$ cat src/hw/ddr_consts.svh
`ifndef DDR_CONSTS_SVH
`define DDR_CONSTS_SVH

// ------------------------------------------------------------
// DDR2 command codes, {RAS,CAS,WE}
// ------------------------------------------------------------
`define CMD_NOOP 3'b111 // No operation
`define CMD_ACTV 3'b011 // Row open
`define CMD_READ 3'b101
`define CMD_WRTE 3'b100
`define CMD_PRCH 3'b010 // Row close
`define CMD_ARSR 3'b001 // Auto refresh

// ------------------------------------------------------------
// Field widths
// ------------------------------------------------------------
`define CMD_W      3
`define ROW_W      14
`define BANK_W     3
`define COL_W      9
`define PAGE_W     17 // Row and bank together
`define ADDR_W     26
`define DDR_ADDR_W 14

// ------------------------------------------------------------
// Hold counter reload values, by last command
// ------------------------------------------------------------
`define HOLD_W    4
`define HOLD_ARSR 4'h3
`define HOLD_ACTV 4'hc
`define HOLD_IDLE 4'he
`define HOLD_RW   4'hb

// A10 high selects all banks
`define PRCH_ALL_ADDR 14'h0400

`endif

$ cat src/hw/ddr_sched_pkg.sv
`include "ddr_consts.svh"

package ddr_sched_pkg;

  // Row, bank and column fields
  typedef struct packed
  {
    logic [`ROW_W-1:0]  row;
    logic [`BANK_W-1:0] bank;
    logic [`COL_W-1:0]  col;
  } req_rbc_s;

  // Page is row and bank as one compare key
  typedef struct packed
  {
    logic [`PAGE_W-1:0] page;
    logic [`COL_W-1:0]  col;
  } req_page_s;

  typedef union packed
  {
    req_rbc_s  rbc;
    req_page_s pg;
  } req_addr_u;

endpackage

$ cat src/hw/ddr_cmd_encoder.sv
`timescale 1ns/1ns
`include "ddr_consts.svh"

module ddr_cmd_encoder
(
  input  logic                      INPUT_CLK,
  input  logic                      RST,
  input  logic                      issue,
  input  logic                      hit_rand,
  input  logic                      hit_bulk,
  input  logic                      page_active,
  input  logic                      refresh_time,
  input  logic                      actv_done,
  input  logic                      write_sel,
  input  ddr_sched_pkg::req_addr_u  rand_addr,
  input  ddr_sched_pkg::req_addr_u  bulk_addr,
  input  logic [`BANK_W-1:0]        cur_bank,
  input  logic [`PAGE_W-1:0]        cur_page,
  output logic [`CMD_W-1:0]         cmd_issued,
  output logic [`CMD_W-1:0]         ddr_cmd,
  output logic [`DDR_ADDR_W-1:0]    ddr_addr,
  output logic [`BANK_W-1:0]        ddr_bank,
  output logic                      rand_grant,
  output logic                      bulk_grant
);
  import ddr_sched_pkg::*;

  logic [`CMD_W-1:0]      cmd_non_rw;
  logic [`CMD_W-1:0]      cmd_next;
  logic [`DDR_ADDR_W-1:0] addr_next;
  logic [`BANK_W-1:0]     bank_next;
  logic [`CMD_W-1:0]      cmd_q;
  logic                   hit_any;
  req_addr_u              rw_addr;
  req_addr_u              actv_addr;

  assign hit_any = hit_rand || hit_bulk;
  assign rw_addr = hit_bulk ? bulk_addr : rand_addr;

  // Row key of the next ACTIVATE comes from the tracker
  assign actv_addr.pg = '{page: cur_page, col: '0};

  always_comb
  begin
    case ({page_active, refresh_time, actv_done})
      3'b101, 3'b111: cmd_non_rw = `CMD_PRCH;
      3'b010, 3'b011: cmd_non_rw = `CMD_ARSR;
      3'b000, 3'b001: cmd_non_rw = `CMD_ACTV;
      default:        cmd_non_rw = `CMD_NOOP; // Row too young to close
    endcase
  end

  assign cmd_next = hit_any ? (write_sel ? `CMD_WRTE : `CMD_READ) : cmd_non_rw;

  always_comb
  begin
    if (hit_any)
    begin
      addr_next = {{(`DDR_ADDR_W-`COL_W-1){1'b0}}, rw_addr.rbc.col, 1'b0};
      bank_next = cur_bank;
    end
    else if (page_active)
    begin
      addr_next = `PRCH_ALL_ADDR;
      bank_next = cur_bank;
    end
    else
    begin
      addr_next = actv_addr.rbc.row;
      bank_next = actv_addr.rbc.bank;
    end
  end

  always_ff @(posedge INPUT_CLK)
  begin
    if (RST)
    begin
      cmd_q      <= `CMD_NOOP;
      rand_grant <= 1'b0;
      bulk_grant <= 1'b0;
    end
    else if (issue)
    begin
      cmd_q      <= cmd_next;
      bulk_grant <= hit_bulk;
      rand_grant <= hit_rand && !hit_bulk; // Bulk first on a shared page
    end
    else
    begin
      cmd_q      <= `CMD_NOOP;
      rand_grant <= 1'b0;
      bulk_grant <= 1'b0;
    end
  end

  always_ff @(posedge INPUT_CLK)
  begin
    if (issue)
    begin
      ddr_addr <= addr_next;
      ddr_bank <= bank_next;
    end
  end

  assign cmd_issued = cmd_q;
  assign ddr_cmd    = cmd_q;

  a_grant_onehot: assert property (@(posedge INPUT_CLK) disable iff (RST)
    $onehot0({rand_grant, bulk_grant}));

endmodule

$ cat src/hw/ddr_cmd_sequencer.sv
`timescale 1ns/1ns
`include "ddr_consts.svh"

module ddr_cmd_sequencer
(
  input  logic              INPUT_CLK,
  input  logic              RST,
  input  logic              refresh_strobe,
  input  logic              rand_req,
  input  logic              hit_rand,
  input  logic              hit_bulk,
  input  logic              bulk_req_q,
  input  logic              rand_req_q,
  input  logic              write_sel,
  input  logic              last_write,
  input  logic              slot_open,
  input  logic [`CMD_W-1:0] cmd_issued,
  output logic              issue,
  output logic              settle,
  output logic              refresh_time
);

  logic second_stroke; // Low for the cycle after an issue
  logic refresh_ack;
  logic state_rw;      // Last issued command was READ or WRITE
  logic dir_match;
  logic issue_on_page;
  logic issue_override;

  assign settle = ~second_stroke;

  // Stay in the current transfer direction
  assign dir_match = last_write ? write_sel : ~write_sel;

  assign issue_on_page = second_stroke && state_rw && dir_match && slot_open &&
                         ((hit_rand && rand_req) || (hit_bulk && bulk_req_q));

  // Bulk shadows the random port
  assign issue_override = second_stroke && slot_open &&
                          ((rand_req_q && !bulk_req_q) || bulk_req_q || refresh_time);

  assign issue = issue_on_page || issue_override;

  always_ff @(posedge INPUT_CLK)
  begin
    if (RST)
    begin
      second_stroke <= 1'b1;
      refresh_ack   <= 1'b0;
      refresh_time  <= 1'b0;
      state_rw      <= 1'b0;
    end
    else
    begin
      second_stroke <= ~issue;
      refresh_time  <= refresh_strobe ^ refresh_ack;
      if (settle && (cmd_issued == `CMD_ARSR))
        refresh_ack <= refresh_strobe; // Refresh served
      if (issue)
        state_rw <= hit_rand || hit_bulk;
    end
  end

  // Every command is followed by a NOOP cycle
  a_no_back_to_back: assert property (@(posedge INPUT_CLK) disable iff (RST)
    issue |=> !issue);

endmodule

$ cat src/hw/ddr_hold_timer.sv
`timescale 1ns/1ns
`include "ddr_consts.svh"

module ddr_hold_timer
(
  input  logic              INPUT_CLK,
  input  logic              RST,
  input  logic              settle,
  input  logic [`CMD_W-1:0] cmd_issued,
  input  logic              hit_any,
  input  logic              page_active,
  input  logic              last_write,
  output logic              slot_open,
  output logic              actv_done
);

  logic [`HOLD_W-1:0] counter;
  logic [2:0]         actv_timeout; // ACTIVATE to PRECHARGE spacing
  logic               extra_pass;   // One full wrap after refresh
  logic               norm_reached;
  logic               dlay_reached;
  logic               slot_next;

  assign norm_reached = counter >= 4'hd;
  assign dlay_reached = counter >= 4'he; // Write recovery before PRECHARGE

  always_comb
  begin
    if (settle)
      slot_next = 1'b0;
    else if (hit_any)
      slot_next = norm_reached;
    else if (extra_pass)
      slot_next = 1'b0;
    else if (page_active && last_write)
      slot_next = dlay_reached;
    else
      slot_next = norm_reached;
  end

  assign actv_done = actv_timeout[2];

  always_ff @(posedge INPUT_CLK)
  begin
    if (RST)
    begin
      counter      <= {`HOLD_W{1'b1}};
      slot_open    <= 1'b0;
      extra_pass   <= 1'b1;
      actv_timeout <= 3'h7;
    end
    else
    begin
      slot_open <= slot_next;

      if (settle && (cmd_issued == `CMD_ACTV))
        actv_timeout <= 3'h0;
      else if (!actv_timeout[2])
        actv_timeout <= actv_timeout + 3'h1;

      if (settle)
      begin
        case (cmd_issued)
          `CMD_ARSR: counter <= `HOLD_ARSR;
          `CMD_ACTV: counter <= `HOLD_ACTV;
          `CMD_NOOP: counter <= `HOLD_IDLE;
          default:   counter <= `HOLD_RW;
        endcase
        if (cmd_issued == `CMD_ARSR)
          extra_pass <= 1'b1;
      end
      else
      begin
        counter <= counter + {{(`HOLD_W-1){1'b0}}, ~slot_open};
        if (counter == '0)
          extra_pass <= 1'b0; // Wrapped once
      end
    end
  end

endmodule

$ cat src/hw/ddr_page_tracker.sv
`timescale 1ns/1ns
`include "ddr_consts.svh"

module ddr_page_tracker
(
  input  logic                     INPUT_CLK,
  input  logic                     RST,
  input  logic                     issue,
  input  logic                     settle,
  input  logic [`CMD_W-1:0]        cmd_issued,
  input  logic                     refresh_time,
  input  ddr_sched_pkg::req_addr_u rand_addr,
  input  logic                     rand_req,
  input  logic                     rand_we,
  input  ddr_sched_pkg::req_addr_u bulk_addr,
  input  logic                     bulk_req,
  input  logic                     bulk_we,
  output logic                     hit_rand,
  output logic                     hit_bulk,
  output logic                     page_active,
  output logic                     last_write,
  output logic [`PAGE_W-1:0]       cur_page,
  output logic [`BANK_W-1:0]       cur_bank,
  output logic                     rand_req_q,
  output logic                     bulk_req_q,
  output logic                     write_sel
);
  import ddr_sched_pkg::*;

  logic      rand_we_q;
  logic      bulk_we_q;
  logic      page_ok;
  req_addr_u next_addr;

  // No new hits while a refresh waits
  assign page_ok = page_active && !refresh_time;

  // Bulk wins the next row
  assign next_addr = bulk_req ? bulk_addr : rand_addr;

  always_comb
  begin
    if (hit_bulk)
      write_sel = bulk_we_q;
    else if (hit_rand)
      write_sel = rand_we_q;
    else if (bulk_req_q)
      write_sel = bulk_we_q;
    else
      write_sel = rand_req_q && rand_we_q;
  end

  always_ff @(posedge INPUT_CLK)
  begin
    if (RST)
    begin
      rand_req_q  <= 1'b0;
      bulk_req_q  <= 1'b0;
      hit_rand    <= 1'b0;
      hit_bulk    <= 1'b0;
      page_active <= 1'b0;
      last_write  <= 1'b0;
    end
    else
    begin
      rand_req_q <= rand_req;
      bulk_req_q <= bulk_req;
      hit_rand   <= rand_req && page_ok && (rand_addr.pg.page == cur_page);
      hit_bulk   <= bulk_req && page_ok && (bulk_addr.pg.page == cur_page);

      if (settle)
      begin
        if (cmd_issued == `CMD_ACTV)
          page_active <= 1'b1;
        if (cmd_issued == `CMD_PRCH)
          page_active <= 1'b0;
        if (cmd_issued == `CMD_WRTE)
          last_write <= 1'b1;
        else if (cmd_issued != `CMD_NOOP)
          last_write <= 1'b0;
      end
    end
  end

  // ------------------------------------------------------------
  // Page of the next ACTIVATE, frozen once a row is open
  // ------------------------------------------------------------
  always_ff @(posedge INPUT_CLK)
  begin
    rand_we_q <= rand_we;
    bulk_we_q <= bulk_we;
    if (!page_active && !issue && !settle)
    begin
      cur_page <= next_addr.pg.page;
      cur_bank <= next_addr.rbc.bank;
    end
  end

  a_rw_needs_row: assert property (@(posedge INPUT_CLK) disable iff (RST)
    (settle && ((cmd_issued == `CMD_READ) || (cmd_issued == `CMD_WRTE))) |-> page_active);

endmodule

$ cat src/hw/ddr_sched_top.sv
`timescale 1ns/1ns
`include "ddr_consts.svh"

module ddr_sched_top
(
  input  logic                     INPUT_CLK,
  input  logic                     RST,
  input  logic                     refresh_strobe,
  input  ddr_sched_pkg::req_addr_u rand_addr,
  input  logic                     rand_we,
  input  logic                     rand_req,
  output logic                     rand_grant,
  input  ddr_sched_pkg::req_addr_u bulk_addr,
  input  logic                     bulk_we,
  input  logic                     bulk_req,
  output logic                     bulk_grant,
  output logic [`CMD_W-1:0]        ddr_cmd,
  output logic [`DDR_ADDR_W-1:0]   ddr_addr,
  output logic [`BANK_W-1:0]       ddr_bank
);

  logic               issue;
  logic               settle;
  logic               refresh_time;
  logic               hit_rand;
  logic               hit_bulk;
  logic               page_active;
  logic               last_write;
  logic [`PAGE_W-1:0] cur_page;
  logic [`BANK_W-1:0] cur_bank;
  logic               rand_req_q;
  logic               bulk_req_q;
  logic               write_sel;
  logic [`CMD_W-1:0]  cmd_issued;
  logic               slot_open;
  logic               actv_done;

  ddr_cmd_sequencer u_seq
  (
    .INPUT_CLK      (INPUT_CLK),
    .RST            (RST),
    .refresh_strobe (refresh_strobe),
    .rand_req       (rand_req),
    .hit_rand       (hit_rand),
    .hit_bulk       (hit_bulk),
    .bulk_req_q     (bulk_req_q),
    .rand_req_q     (rand_req_q),
    .write_sel      (write_sel),
    .last_write     (last_write),
    .slot_open      (slot_open),
    .cmd_issued     (cmd_issued),
    .issue          (issue),
    .settle         (settle),
    .refresh_time   (refresh_time)
  );

  ddr_hold_timer u_timer
  (
    .INPUT_CLK   (INPUT_CLK),
    .RST         (RST),
    .settle      (settle),
    .cmd_issued  (cmd_issued),
    .hit_any     (hit_rand | hit_bulk),
    .page_active (page_active),
    .last_write  (last_write),
    .slot_open   (slot_open),
    .actv_done   (actv_done)
  );

  ddr_page_tracker u_track
  (
    .INPUT_CLK    (INPUT_CLK),
    .RST          (RST),
    .issue        (issue),
    .settle       (settle),
    .cmd_issued   (cmd_issued),
    .refresh_time (refresh_time),
    .rand_addr    (rand_addr),
    .rand_req     (rand_req),
    .rand_we      (rand_we),
    .bulk_addr    (bulk_addr),
    .bulk_req     (bulk_req),
    .bulk_we      (bulk_we),
    .hit_rand     (hit_rand),
    .hit_bulk     (hit_bulk),
    .page_active  (page_active),
    .last_write   (last_write),
    .cur_page     (cur_page),
    .cur_bank     (cur_bank),
    .rand_req_q   (rand_req_q),
    .bulk_req_q   (bulk_req_q),
    .write_sel    (write_sel)
  );

  ddr_cmd_encoder u_enc
  (
    .INPUT_CLK    (INPUT_CLK),
    .RST          (RST),
    .issue        (issue),
    .hit_rand     (hit_rand),
    .hit_bulk     (hit_bulk),
    .page_active  (page_active),
    .refresh_time (refresh_time),
    .actv_done    (actv_done),
    .write_sel    (write_sel),
    .rand_addr    (rand_addr),
    .bulk_addr    (bulk_addr),
    .cur_bank     (cur_bank),
    .cur_page     (cur_page),
    .cmd_issued   (cmd_issued),
    .ddr_cmd      (ddr_cmd),
    .ddr_addr     (ddr_addr),
    .ddr_bank     (ddr_bank),
    .rand_grant   (rand_grant),
    .bulk_grant   (bulk_grant)
  );

endmodule
$ cat config.mk
export PLATFORM = sky130hd
export DESIGN_NAME = ddr_sched_top
export DESIGN_NICKNAME = d
export VERILOG_FILES = /design/src/hw/ddr_sched_pkg.sv /design/src/hw/ddr_cmd_encoder.sv /design/src/hw/ddr_cmd_sequencer.sv /design/src/hw/ddr_hold_timer.sv /design/src/hw/ddr_page_tracker.sv /design/src/hw/ddr_sched_top.sv
export VERILOG_INCLUDE_DIRS = /design/src /design/src/hw
export SDC_FILE = /design/constraint.sdc
export NUM_CORES = 1
export LEC_CHECK = 0
export ABC_AREA = 1
export BUFFER_PORTS_ARGS = -buffer_cell sky130_fd_sc_hd__buf_2
export CAP_MARGIN = 20
export CORE_ASPECT_RATIO = 0.5
export CORE_MARGIN = 2
export CORE_UTILIZATION = 52
export DETAILED_ROUTE_END_ITERATION = 16
export GPL_TIMING_DRIVEN = 1
export PLACE_DENSITY = 0.8
export RECOVER_POWER = 100
export SLEW_MARGIN = 20
export SYNTH_ARGS = -nofsm -noshare
export SYNTH_HDL_FRONTEND = slang
export SYNTH_SLANG_ARGS = --single-unit
$ cat constraint.sdc
create_clock -name INPUT_CLK -period 3.3 [get_ports INPUT_CLK]
set_clock_uncertainty 0.1 [all_clocks]
set_input_delay 0.495 -clock INPUT_CLK [delete_from_list [all_inputs] [get_ports INPUT_CLK]]
set_output_delay 0.495 -clock INPUT_CLK [all_outputs]
set_load 0.03 [all_outputs]
==> results.yml <==
worst_setup_path:
  r2r-start: "u_track.hit_bulk$_SDFF_PP0_"
  worstPathRequired_ps: 3240
  path_max_fanout: 19
  r2r-end: "u_track.cur_page[8]$_DFFE_PP_"
  critPathCapture: "u_track.cur_page[8]$_DFFE_PP_"
  end_kind: "flip-flop"
  timing.critical_path.from: "u_track.hit_bulk$_SDFF_PP0_"
  rrSetupSlack_ps: 640
  setup.worst_path.start_class: "flip-flop"
  worstPathArrival_ps: 2600
  worst-setup-path-type: "reg2reg"
  ff2ff_path_depth: 9
global_route:
  grt_usage: 0.243
  antenna_found_initial: 0
  grt_max_degree: 22
  grt_pass1_vias: 2501
  grt_pass1_wl_um: 11700
  grt.overflow.total: 0
sta:
  setup_viol: 0
  fmax_mhz: 375
  hold_viol: 0
  tns_ps: 0
  worstMarginPinSlew_ps: 855
  period_share: 0.807
  rsz0062_at_grt: "no"
  fin_crit_ps: 2660
  slew_headroom: 0.430
  slew_viol_final: 0
clocking:
  tritoncts: "done"
  clk_path_buf_depth: 2
  cts.reportedPaths.clkPinSlew_ps: 50
  clkSinkCount: 60
  holdBufCountCts: 0
  post-cts-setup-buffers: 0
  htree_levels: 3
  clock_latency_ps: 330
  ctsResizeCount: 0
  cts-root-buf: "clkbuf_16"
  numCtsBuffers: 9
cells_and_area:
  final_nets: 482
  n_fill_cell: 472
  finalNonFillerCells: 498
  antennaDiodeCount: 0
  area_growth_pct: 22.3
  drive_gt1_frac: 0.184
detailed_routing:
  drt_iter0_markers: 180
  num_vias: 2650
  ant_nets: 0
  first_pass_iters: 5
  wl_per_cell_um: 15.2
  drc: 0
  routed_wl_um: 7550
  avgViaCountPerCell: 5.32
yosys:
  synth_most_common_cell: "nand2_1"
  synthTopCellsByArea: "edfxtp_1 35%, dfxtp_1 18%, nand2_1 11%"
  ys_warn_count: 0
  synth-seq-cells: 60
  syn-cell-area_mm2: 0.00296
  async_flop_share: 0
  synth_seq_area_share: 0.522
  synth-edff-count: 34
  yosys_most_used_dff: "edfxtp_1"
  synth_commonest_cells: "84 x nand2_1, 34 x edfxtp_1, 33 x inv_1"
  synth_top_area_frac: 0.345
  synth_nets: 402
  synth_area_leader_cell: "edfxtp_1"
  avgSynthCellArea_um2: 8.69
  synthCells: 340
  synth.distinct_cells: 38
status:
  status: "completed"
power:
  p_seq_frac: 0.435
  p_switching_w: 0.000454
  p_leak_nw: 1.58
  intPower_w: 0.00149
  swShare: 0.233
  ir_drop_uv: 344
  p_per_area_mw_per_mm2: 539
  total_power_w: 0.00195
  combPwrFrac: 0.090
  clkPwrFrac: 0.475
placed_design:
  numPlacedInstances: 482
  gp_congestion: 0.942
  portBuffers: 80
  dpl.hpwl_um: 5630
floorplanning:
  placement_rows: 19
  die_w_um: 111
  die_area_mm2: 0.00634
  io_pins: 81
  initial_core_util: 0.538
  die-height_um: 57.3
  core_mm2: 0.00549
flow_run:
  max_cap_viol_count: 0
hold_path:
  hold_class: "in2reg"
[routing by layer]
metal  global-route usage  wire length, um
met2                0.404             3690
met4               0.0911              139
met3               0.0808              542
met1                0.302             3170
met5                    0                0
[critical path: stages (launching register included)]
cell      delay [ps]
dfxtp_1          560
inv_1            300
nand3_1          170
nand3_1          100
nand3_1          110
nand2_1           90
nand2_1          110
clkinv_2         310
nor2_1           280
buf_4            220
[cell type report]
cell class | instances | area (um2) | share of cell area
flip-flops and latches | 60 | 1540 | 0.427
multi-input cells | 230 | 1160 | 0.320
repair buffers | 82 | 385 | 0.107
clock buffers | 13 | 282 | 0.0779
inverters | 37 | 140 | 0.0388
well taps | 73 | 91.3 | 0.0253
clock inverters | 3 | 16.3 | 0.00450
[cells by family after synthesis]
kind of cell    Yosys count  synth area share
compound gates           45             0.105
xor+xnor                 17            0.0504
fa+ha+maj                 3            0.0127
buf+inv                  50            0.0690
flops                    60             0.522
simple gates            165             0.241
[how the worst min path moves through the flow]
| stage | startpoint | endpoint | slack (ps) | cells after the start |
|---|---|---|---|---|
| 2_1_floorplan | u_timer.extra_pass$_SDFFE_PP1P_ | u_timer.slot_open$_SDFF_PP0_ | 310 | 1 |
| 3_5_place_dp | u_timer.extra_pass$_SDFFE_PP1P_ | u_timer.slot_open$_SDFF_PP0_ | 350 | 1 |
| 5_1_grt | rand_we | u_track.rand_we_q$_DFF_P_ | 170 | 1 |
| 3_3_place_gp | u_timer.extra_pass$_SDFFE_PP1P_ | u_timer.slot_open$_SDFF_PP0_ | 360 | 1 |
| 6_report | rand_we | u_track.rand_we_q$_DFF_P_ | 180 | 1 |
| 4_1_cts | rand_we | u_track.rand_we_q$_DFF_P_ | 170 | 1 |
[registers in the layout, summed over array words and instances (netlist names), 2 cells and up]
register and flops:
u_track.cur_page 15, u_timer.counter 4, u_enc.cmd_issued 3, u_timer.actv_timeout 3, u_track.cur_bank 2, u_enc.ddr_addr 14
u_enc.ddr_bank 3
[placed cells by master (no fill, tap or decap), types with 6 or more instances in the layout]
cell,n
clkbuf_1,25
o211ai_1,11
nand3_1,31
edfxtp_1,34
xor2_1,6
nand2_1,88
nor2_1,31
xnor2_1,11
inv_1,36
dfxtp_1,26
o21ai_0,16
clkbuf_16,10
buf_2,56
[through the flow]
stage                     cell area (um2)  hold slack, ps  setup slack (ps)  utilization
after detailed placement             3400             348               877        0.619
after floorplan                      2960             311               961            -
final                                3610             176               636        0.658
after CTS                            3700             170               830        0.673
after global routing                 3610             167               483        0.658
after global placement               3400             355              1050        0.619
[power groups by stage]
stage | sequential, W | combinational [W] | clock (W)
after floorplan | 0.000854 | 0.000107 | 0
after global placement | 0.000858 | 0.000170 | 0
after CTS | 0.000846 | 0.000178 | 0.000922
after global routing | 0.000849 | 0.000195 | 0.000961
after detailed placement | 0.000861 | 0.000176 | 0
final | 0.000846 | 0.000175 | 0.000924
(Power assumes the default switching activity.)
